[src/logic/dcache_settings.svh]
// data cache geometry and address field widths
`ifndef DCACHE_SETTINGS_SVH
`define DCACHE_SETTINGS_SVH

// --------------------
// processor side

`define DC_ADDR_W         30 // word address, byte bits already dropped
`define DC_WORD_W         32

// --------------------
// line layout

`define DC_WORDS_PER_LINE 4
`define DC_OFFSET_W       2   // word select inside a line
`define DC_LINE_W         128 // words per line times word width

// --------------------
// set organisation

`define DC_SETS           4
`define DC_INDEX_W        2
`define DC_WAYS           2 // one fill-order bit per set is enough for two ways

// tag is what is left of the word address above index and offset
`define DC_TAG_W          26

// --------------------
// memory side

// memory moves whole lines, addressed by tag and index
`define DC_BLOCK_ADDR_W   28

`endif

[src/logic/dcache_pkg.sv]
// shared types of the data cache, the line seen as a whole or as words
`default_nettype none

`include "dcache_settings.svh"

package dcache_pkg;

	// --------------------
	// cache line

	// the same 128 bits, read two ways
	// bits  whole line, as moved to and from the slow memory
	// words per-word view, word 0 in the low bits
	typedef union packed {
		logic [`DC_LINE_W-1:0] bits;
		logic [`DC_WORDS_PER_LINE-1:0][`DC_WORD_W-1:0] words;
	} cache_line_u;

endpackage

`default_nettype wire

[src/logic/cache_way.sv]
// one cache way holding valid, dirty, tag and line per set, with hit check and writes
`timescale 1ns/1ps
`default_nettype none

`include "dcache_settings.svh"

module cache_way (
	input  wire                        clk,
	input  wire                        proc_reset,
	input  wire [`DC_ADDR_W-1:0]       proc_addr,
	input  wire [`DC_WORD_W-1:0]       proc_wdata,
	input  dcache_pkg::cache_line_u    mem_rdata,
	input  wire                        word_we,
	input  wire                        fill_we,
	output logic                       hit,
	output logic                       dirty,
	output logic [`DC_TAG_W-1:0]       tag,
	output dcache_pkg::cache_line_u    line
);

	// --------------------
	// address fields

	logic [`DC_OFFSET_W-1:0] word_off;
	logic [`DC_INDEX_W-1:0]  set_idx;
	logic [`DC_TAG_W-1:0]    req_tag;

	assign word_off = proc_addr[`DC_OFFSET_W-1:0];
	assign set_idx  = proc_addr[`DC_OFFSET_W +: `DC_INDEX_W];
	assign req_tag  = proc_addr[`DC_ADDR_W-1 -: `DC_TAG_W];

	// --------------------
	// storage

	logic [`DC_SETS-1:0]        valid_q;
	logic [`DC_SETS-1:0]        dirty_q;
	logic [`DC_TAG_W-1:0]       tag_q [`DC_SETS];
	dcache_pkg::cache_line_u    line_q [`DC_SETS];

	always_ff @(posedge clk) begin
		if (proc_reset) begin
			// nothing resident after reset
			valid_q <= '0;
			dirty_q <= '0;
			for (int s = 0; s < `DC_SETS; s++) begin
				tag_q[s]  <= '0;
				line_q[s] <= '0;
			end
		end else if (fill_we) begin
			// refill from memory leaves the line clean
			line_q[set_idx]  <= mem_rdata;
			tag_q[set_idx]   <= req_tag;
			valid_q[set_idx] <= 1'b1;
			dirty_q[set_idx] <= 1'b0;
		end else if (word_we) begin
			line_q[set_idx].words[word_off] <= proc_wdata; // write hit
			dirty_q[set_idx]                <= 1'b1;       // now differs from memory
		end
	end

	// --------------------
	// lookup of the indexed set

	assign hit   = valid_q[set_idx] && (tag_q[set_idx] == req_tag);
	assign dirty = dirty_q[set_idx];
	assign tag   = tag_q[set_idx]; // victim tag for write-back address
	assign line  = line_q[set_idx];

	// --------------------
	// checks

	// the controller never writes a word and refills the same way at once
	a_no_word_and_fill: assert property (
		@(posedge clk) disable iff (proc_reset)
		!(word_we && fill_we)
	);

endmodule

`default_nettype wire

[src/logic/way_arbiter.sv]
// way arbiter that merges way hits, picks read data, keeps fill order and offers the victim
`timescale 1ns/1ps
`default_nettype none

`include "dcache_settings.svh"

module way_arbiter (
	input  wire                        clk,
	input  wire                        proc_reset,
	input  wire [`DC_ADDR_W-1:0]       proc_addr,
	input  wire [`DC_WAYS-1:0]         way_hit,
	input  wire [`DC_WAYS-1:0]         way_dirty,
	input  wire [`DC_TAG_W-1:0]        way_tag [`DC_WAYS],
	input  dcache_pkg::cache_line_u    way_line [`DC_WAYS],
	input  wire [`DC_WAYS-1:0]         fill_we,
	output logic                       hit,
	output logic [`DC_WAYS-1:0]        hit_way,
	output logic [`DC_WAYS-1:0]        victim_way,
	output logic                       victim_dirty,
	output logic [`DC_TAG_W-1:0]       victim_tag,
	output logic [`DC_WORD_W-1:0]      proc_rdata,
	output logic [`DC_LINE_W-1:0]      mem_wdata
);

	logic [`DC_OFFSET_W-1:0] word_off;
	logic [`DC_INDEX_W-1:0]  set_idx;

	assign word_off = proc_addr[`DC_OFFSET_W-1:0];
	assign set_idx  = proc_addr[`DC_OFFSET_W +: `DC_INDEX_W];

	// --------------------
	// hit merge and read data

	assign hit     = |way_hit;
	assign hit_way = way_hit;

	always_comb begin
		proc_rdata = '0; // zero on a miss
		for (int w = 0; w < `DC_WAYS; w++) begin
			if (way_hit[w]) begin
				proc_rdata = way_line[w].words[word_off];
			end
		end
	end

	// --------------------
	// fill order

	logic [`DC_SETS-1:0] mru_q; // way filled last in each set
	logic                victim_idx;

	always_ff @(posedge clk) begin
		if (proc_reset) begin
			mru_q <= '0;
		end else if (|fill_we) begin
			mru_q[set_idx] <= fill_we[1]; // only flips on a fill
		end
	end

	// victim is the way not filled last
	assign victim_idx   = ~mru_q[set_idx];
	assign victim_way   = {{(`DC_WAYS-1){1'b0}}, 1'b1} << victim_idx;
	assign victim_dirty = way_dirty[victim_idx];
	assign victim_tag   = way_tag[victim_idx];
	assign mem_wdata    = way_line[victim_idx].bits; // write-back payload

	// --------------------
	// checks

	// tags are unique inside a set, so two ways never match together
	a_onehot_hit: assert property (
		@(posedge clk) disable iff (proc_reset)
		$onehot0(way_hit)
	);

endmodule

`default_nettype wire

[src/logic/miss_controller.sv]
// miss controller FSM: compare, write-back of a dirty victim, allocate from memory
`timescale 1ns/1ps
`default_nettype none

`include "dcache_settings.svh"

module miss_controller (
	input  wire                          clk,
	input  wire                          proc_reset,
	input  wire                          proc_read,
	input  wire                          proc_write,
	input  wire [`DC_ADDR_W-1:0]         proc_addr,
	input  wire                          hit,
	input  wire [`DC_WAYS-1:0]           hit_way,
	input  wire [`DC_WAYS-1:0]           victim_way,
	input  wire                          victim_dirty,
	input  wire [`DC_TAG_W-1:0]          victim_tag,
	input  wire                          mem_ready,
	output logic [`DC_WAYS-1:0]          word_we,
	output logic [`DC_WAYS-1:0]          fill_we,
	output logic                         proc_stall,
	output logic                         mem_read,
	output logic                         mem_write,
	output logic [`DC_BLOCK_ADDR_W-1:0]  mem_addr
);

	// --------------------
	// state encoding

	localparam logic [1:0] ST_COMPARE    = 2'b00;
	localparam logic [1:0] ST_WRITE_BACK = 2'b01;
	localparam logic [1:0] ST_ALLOCATE   = 2'b10;
	localparam logic [1:0] ST_IDLE       = 2'b11;

	logic [1:0] state_q;
	logic [1:0] state_d;

	logic                       req;
	logic                       miss;
	logic [`DC_INDEX_W-1:0]     set_idx;
	logic [`DC_BLOCK_ADDR_W-1:0] req_block;

	assign req       = proc_read | proc_write;
	assign miss      = req & ~hit;
	assign set_idx   = proc_addr[`DC_OFFSET_W +: `DC_INDEX_W];
	assign req_block = proc_addr[`DC_ADDR_W-1:`DC_OFFSET_W]; // tag then index

	always_ff @(posedge clk) begin
		if (proc_reset) begin
			state_q <= ST_IDLE; // one quiet cycle before compare
		end else begin
			state_q <= state_d;
		end
	end

	// --------------------
	// next state and outputs

	always_comb begin
		state_d    = state_q;
		word_we    = '0;
		fill_we    = '0;
		proc_stall = 1'b0;
		mem_read   = 1'b0;
		mem_write  = 1'b0;
		mem_addr   = req_block;

		case (state_q)
			ST_IDLE: begin
				state_d = ST_COMPARE;
			end

			ST_COMPARE: begin
				proc_stall = miss; // a hit finishes this cycle
				if (proc_write && hit) begin
					word_we = hit_way;
				end
				if (miss) begin
					// dirty victim goes out first
					state_d = victim_dirty ? ST_WRITE_BACK : ST_ALLOCATE;
				end
			end

			ST_WRITE_BACK: begin
				proc_stall = 1'b1;
				mem_write  = 1'b1;
				mem_addr   = {victim_tag, set_idx}; // victim block, same set
				if (mem_ready) begin
					state_d = ST_ALLOCATE;
				end
			end

			ST_ALLOCATE: begin
				proc_stall = 1'b1;
				mem_read   = 1'b1;
				if (mem_ready) begin
					fill_we = victim_way; // line lands at this edge
					state_d = ST_COMPARE;
				end
			end

			default: begin
				state_d = ST_IDLE;
			end
		endcase
	end

	// --------------------
	// memory side checks

	a_no_read_and_write: assert property (
		@(posedge clk) disable iff (proc_reset)
		!(mem_read && mem_write)
	);

	// a waiting request keeps its kind and its address
	a_mem_req_held: assert property (
		@(posedge clk) disable iff (proc_reset)
		((mem_read || mem_write) && !mem_ready) |=>
			($stable(mem_addr) && $stable(mem_read) && $stable(mem_write))
	);

endmodule

`default_nettype wire

[src/logic/dcache_top.sv]
// data cache top level, two-way write-back cache between processor and slow memory
`timescale 1ns/1ps
`default_nettype none

`include "dcache_settings.svh"

module dcache_top (
	input  wire                          clk,
	input  wire                          proc_reset,
	// processor side
	input  wire                          proc_read,
	input  wire                          proc_write,
	input  wire [`DC_ADDR_W-1:0]         proc_addr,
	input  wire [`DC_WORD_W-1:0]         proc_wdata,
	output logic [`DC_WORD_W-1:0]        proc_rdata,
	output logic                         proc_stall,
	// memory side
	output logic                         mem_read,
	output logic                         mem_write,
	output logic [`DC_BLOCK_ADDR_W-1:0]  mem_addr,
	output logic [`DC_LINE_W-1:0]        mem_wdata,
	input  wire [`DC_LINE_W-1:0]         mem_rdata,
	input  wire                          mem_ready
);

	// --------------------
	// internal wires

	logic [`DC_WAYS-1:0]        way_hit;
	logic [`DC_WAYS-1:0]        way_dirty;
	logic [`DC_TAG_W-1:0]       way_tag [`DC_WAYS];
	dcache_pkg::cache_line_u    way_line [`DC_WAYS];

	logic [`DC_WAYS-1:0]        word_we;
	logic [`DC_WAYS-1:0]        fill_we;
	logic                       hit;
	logic [`DC_WAYS-1:0]        hit_way;
	logic [`DC_WAYS-1:0]        victim_way;
	logic                       victim_dirty;
	logic [`DC_TAG_W-1:0]       victim_tag;

	miss_controller u_ctrl (
		.clk          (clk),
		.proc_reset   (proc_reset),
		.proc_read    (proc_read),
		.proc_write   (proc_write),
		.proc_addr    (proc_addr),
		.hit          (hit),
		.hit_way      (hit_way),
		.victim_way   (victim_way),
		.victim_dirty (victim_dirty),
		.victim_tag   (victim_tag),
		.mem_ready    (mem_ready),
		.word_we      (word_we),
		.fill_we      (fill_we),
		.proc_stall   (proc_stall),
		.mem_read     (mem_read),
		.mem_write    (mem_write),
		.mem_addr     (mem_addr)
	);

	// --------------------
	// way stores

	for (genvar w = 0; w < `DC_WAYS; w++) begin : g_way
		cache_way u_way (
			.clk        (clk),
			.proc_reset (proc_reset),
			.proc_addr  (proc_addr),
			.proc_wdata (proc_wdata),
			.mem_rdata  (mem_rdata),
			.word_we    (word_we[w]),
			.fill_we    (fill_we[w]),
			.hit        (way_hit[w]),
			.dirty      (way_dirty[w]),
			.tag        (way_tag[w]),
			.line       (way_line[w])
		);
	end

	way_arbiter u_arb (
		.clk          (clk),
		.proc_reset   (proc_reset),
		.proc_addr    (proc_addr),
		.way_hit      (way_hit),
		.way_dirty    (way_dirty),
		.way_tag      (way_tag),
		.way_line     (way_line),
		.fill_we      (fill_we),
		.hit          (hit),
		.hit_way      (hit_way),
		.victim_way   (victim_way),
		.victim_dirty (victim_dirty),
		.victim_tag   (victim_tag),
		.proc_rdata   (proc_rdata),
		.mem_wdata    (mem_wdata)
	);

endmodule

`default_nettype wire

[config.mk]
export PLATFORM = sky130hd
export DESIGN_NAME = dcache_top
export DESIGN_NICKNAME = d
export VERILOG_FILES = /design/src/logic/dcache_pkg.sv /design/src/logic/cache_way.sv /design/src/logic/way_arbiter.sv /design/src/logic/miss_controller.sv /design/src/logic/dcache_top.sv
export VERILOG_INCLUDE_DIRS = /design/src /design/src/logic
export SDC_FILE = /design/constraint.sdc
export NUM_CORES = 2
export LEC_CHECK = 0
export BUFFER_PORTS_ARGS = -buffer_cell sky130_fd_sc_hd__buf_2
export CORE_ASPECT_RATIO = 0.75
export CORE_MARGIN = 8
export CORE_UTILIZATION = 45
export DETAILED_ROUTE_END_ITERATION = 10
export GPL_TIMING_DRIVEN = 0
export HOLD_SLACK_MARGIN = 0.06
export PLACE_DENSITY = 0.69
export SLEW_MARGIN = 10
export SYNTH_ARGS = -nofsm -noshare
export SYNTH_HDL_FRONTEND = slang
export SYNTH_SLANG_ARGS = --single-unit
[constraint.sdc]
create_clock -name clk -period 9.38 [get_ports clk]
set_input_delay 0.469 -clock clk [delete_from_list [all_inputs] [get_ports clk]]
set_output_delay 0.469 -clock clk [all_outputs]
set_load 0.05 [all_outputs]
==> results.sh <==
export IMPL_netlist_area_sq_mm=0.0606
export IMPL_start_kind="input pin"
export IMPL_yosysWarnings=0
export IMPL_required_ps=8910
export IMPL_rows=116
export IMPL_grt_usage_pct=30.9
export IMPL_hpwl_microns=181000
export IMPL_num_io_pins=386
export IMPL_ys_types=57
export IMPL_setup_viol=0
export IMPL_start_util_pct=45.4
export IMPL_syn_inst=4312
export IMPL_synth_seq_area_share_pct=61.7
export IMPL_dr_pass1_iters=6
export IMPL_seqCellArea_sq_mm=0.0374
export IMPL_max_cap_violations=0
export IMPL_p_per_area_mw_per_mm2=194
export IMPL_crit_fanout=10
export IMPL_p_leak_nw=25.4
export IMPL_cts_root_buf="clkbuf_16"
export IMPL_grt_max_degree=31
export IMPL_multi_input_area_sq_mm=0.0213
export IMPL_nFillCells=11100
export IMPL_synth_ff_type="edfxtp_1"
export IMPL_hp_class="input pin to flop"
export IMPL_setup_tns_ps=0
export IMPL_vias=43500
export IMPL_die_area_sq_mm=0.147
export IMPL_post_cts_setup_buffers=0
export IMPL_route_antenna_remaining_nets=0
export IMPL_synthArstFlopShare_pct=0
export IMPL_coreArea_sq_mm=0.134
export IMPL_clock_latency_ps=800
export IMPL_die_w_microns=440
export IMPL_grt_pass1_vias=41200
export IMPL_outcome="finished clean"
export IMPL_slew_violations=0
export IMPL_antenna_found_initial=35
export IMPL_ys_ff_latch=1254
export IMPL_worstSetupPathType="input pin to primary output"
export IMPL_vias_per_cell=6.38
export IMPL_syn2layout_area_growth_pct=16.6
export IMPL_portBuffers=370
export IMPL_rsz0062_at_grt="no"
export IMPL_clk_pin_slew_ps=60
export IMPL_drcViolationCount=0
export IMPL_fin_skew_ps=52.0
export IMPL_fin_crit_ps=6180
export IMPL_grt_pass1_wl_microns=319000
export IMPL_nNetsFinal=5114
export IMPL_cts_tree="done"
export IMPL_maxSlewHeadroom_pct=4.64
export IMPL_htreeDepth=4
export IMPL_startpoint="proc_addr[3]"
export IMPL_synth_edff_count=1232
export IMPL_drt_total_wl_microns=234000
export IMPL_post_route_period_util_pct=65.9
export IMPL_ir_drop_uv=209
export IMPL_clock_sinks=1254
export IMPL_crit_path_end_kind="primary output"
export IMPL_worstHoldStart="mem_rdata[14]"
export IMPL_cts_resized_gates=0
export IMPL_fmax_mhz=162
export IMPL_overflow=0
export IMPL_synth_nets=4511
export IMPL_avgSynthCellArea_sq_um=14.1
export IMPL_worstMarginPinSlew_ps=1430
export IMPL_holdBufCountCts=62
export IMPL_die_h_microns=334
export IMPL_cts_buffers=130
export IMPL_utilization_pct=52.9
export IMPL_drt_iter0_markers=7627
export IMPL_drive_above_1_share_pct=25.7
export IMPL_globalplace_congestion=1.02
export IMPL_crit_arrival_ps=5720
export IMPL_r2r_start="u_ctrl.state_q[0]"
export IMPL_layout_common_cells="edfxtp_1, nor2_1, buf_2"
export IMPL_wl_per_cell_microns=34.3
export IMPL_cts_max_path_buffers=3
export IMPL_layout_commonest_cell="edfxtp_1"
export IMPL_hold_viol_final=0
==> report_power, final <==
part / leakage, nW / internal (mW) / switching (mW)
clock: 1.99 / 2.82 / 2.32
combinational: 10.4 / 0.606 / 1.48
sequential: 12.9 / 6.41 / 0.0711
==> registers in the layout, summed over array words and instances (netlist names), named ones only <==
register	flops
g_way.u_way.line_q	1024
g_way.u_way.tag_q	208
g_way.u_way.valid_q	8
u_arb.mru_q	4
u_ctrl.state_q	2
==> cells by family (layout without fill, tap and decap cells) <==
group	after synthesis	count (layout)	share of synthesized area, %
AO/OA/AOI/OAI	293	293	3.19
XOR/XNOR	50	50	0.722
adder cells (fa/ha/maj)	4	4	0.0825
buffers and inverters	467	1169	3.52
flip-flops	1254	1254	61.7
multiplexers	807	807	21.2
other	0	33	0
AND/OR/NAND/NOR	1437	1437	9.58
==> critical path, cell delays in order <==
cell      delay [ps]
buf_2            110
buf_4            240
buf_2            340
buf_2            360
clkbuf_2         610
clkbuf_1         900
buf_1            840
mux4_2           430
mux4_2           240
inv_1             40
o21ai_0          700
buf_2            410
==> path summary, 6_finish.rpt <==
check | to | slack (ps) | depth (start not counted)
max | proc_rdata[0] | 3200 | 12
min | g_way[1].u_way.line_q[3][14] | 90 | 3
max reg2reg | g_way[1].u_way.line_q[3][29] | 4170 | 10
min reg2reg | flop | 450 | 2
==> area by class of cell <==
type	instances	area share, %
Antenna cell	33	0.117
Buffer	377	2.56
Clock buffer	159	4.83
Clock inverter	72	1.00
Inverter	90	0.478
Multi-Input combinational cell	2591	30.2
Sequential cell	1254	53.0
Tap cell	1770	3.13
Timing Repair Buffer	471	4.75
==> cells in the mapped netlist (2+ instances only) <==
cell | instances | area (sq um)
a211oi_1 | 6 | 45.0
o22ai_1 | 2 | 12.5
dfxtp_1 | 22 | 440
clkbuf_1 | 187 | 702
inv_2 | 2 | 7.51
a221oi_1 | 3 | 26.3
buf_4 | 12 | 90.1
a31oi_1 | 5 | 31.3
or2_2 | 7 | 43.8
clkbuf_4 | 2 | 15.0
a21oi_1 | 53 | 265
buf_6 | 23 | 259
o22a_1 | 4 | 35.0
edfxtp_1 | 1232 | 37000
nor2b_1 | 4 | 25.0
o21ai_1 | 7 | 35.0
nand4_1 | 11 | 68.8
o21ai_0 | 56 | 280
buf_2 | 88 | 440
mux2_2 | 132 | 1490
buf_1 | 61 | 229
mux2i_1 | 308 | 3080
buf_8 | 4 | 60.1
and3_1 | 41 | 257
a211o_1 | 7 | 61.3
nor4_1 | 11 | 68.8
nor2_1 | 1204 | 4520
a21o_1 | 3 | 22.5
a2bb2oi_1 | 3 | 26.3
nor4_4 | 3 | 63.8
and2_1 | 7 | 43.8
o211ai_1 | 7 | 52.6
nor3_1 | 7 | 35.0
xor2_1 | 11 | 96.3
ha_1 | 4 | 50.1
inv_1 | 88 | 330
mux4_2 | 367 | 8270
o221ai_1 | 2 | 17.5
a22oi_1 | 130 | 976
nand3_1 | 43 | 215
nand2_1 | 85 | 319
xnor2_1 | 39 | 342
nor4b_4 | 2 | 47.6
nand2b_1 | 4 | 25.0
==> per-stage QoR <==
| step | instance area, sq um | hold slack (ps) | total power [mW] | instances | setup slack (ps) |
|---|---|---|---|---|---|
| finish | 70700 | 90.8 | 13.7 | 6817 | 3200 |
| global route | 70700 | 75.7 | 13.9 | 6800 | 3350 |
| CTS | 70600 | 60.4 | 13.6 | 6784 | 3030 |
| detailed placement | 65900 | 449 | 8.57 | 6491 | 3040 |
| global placement | 64700 | 432 | 8.51 | 6452 | 75.6 |
| floorplan | 60600 | 422 | 7.74 | 4312 | 3710 |
==> per-layer routing <==
layer	routed length (microns)	track usage [%]	vias up
met5	17	0	-
met4	13400	15.3	4
met3	37800	12.7	498
met2	98700	43.6	3570
met1	84000	41.0	22000
li1	-	-	17400
Power figures use the tool's default switching activity.
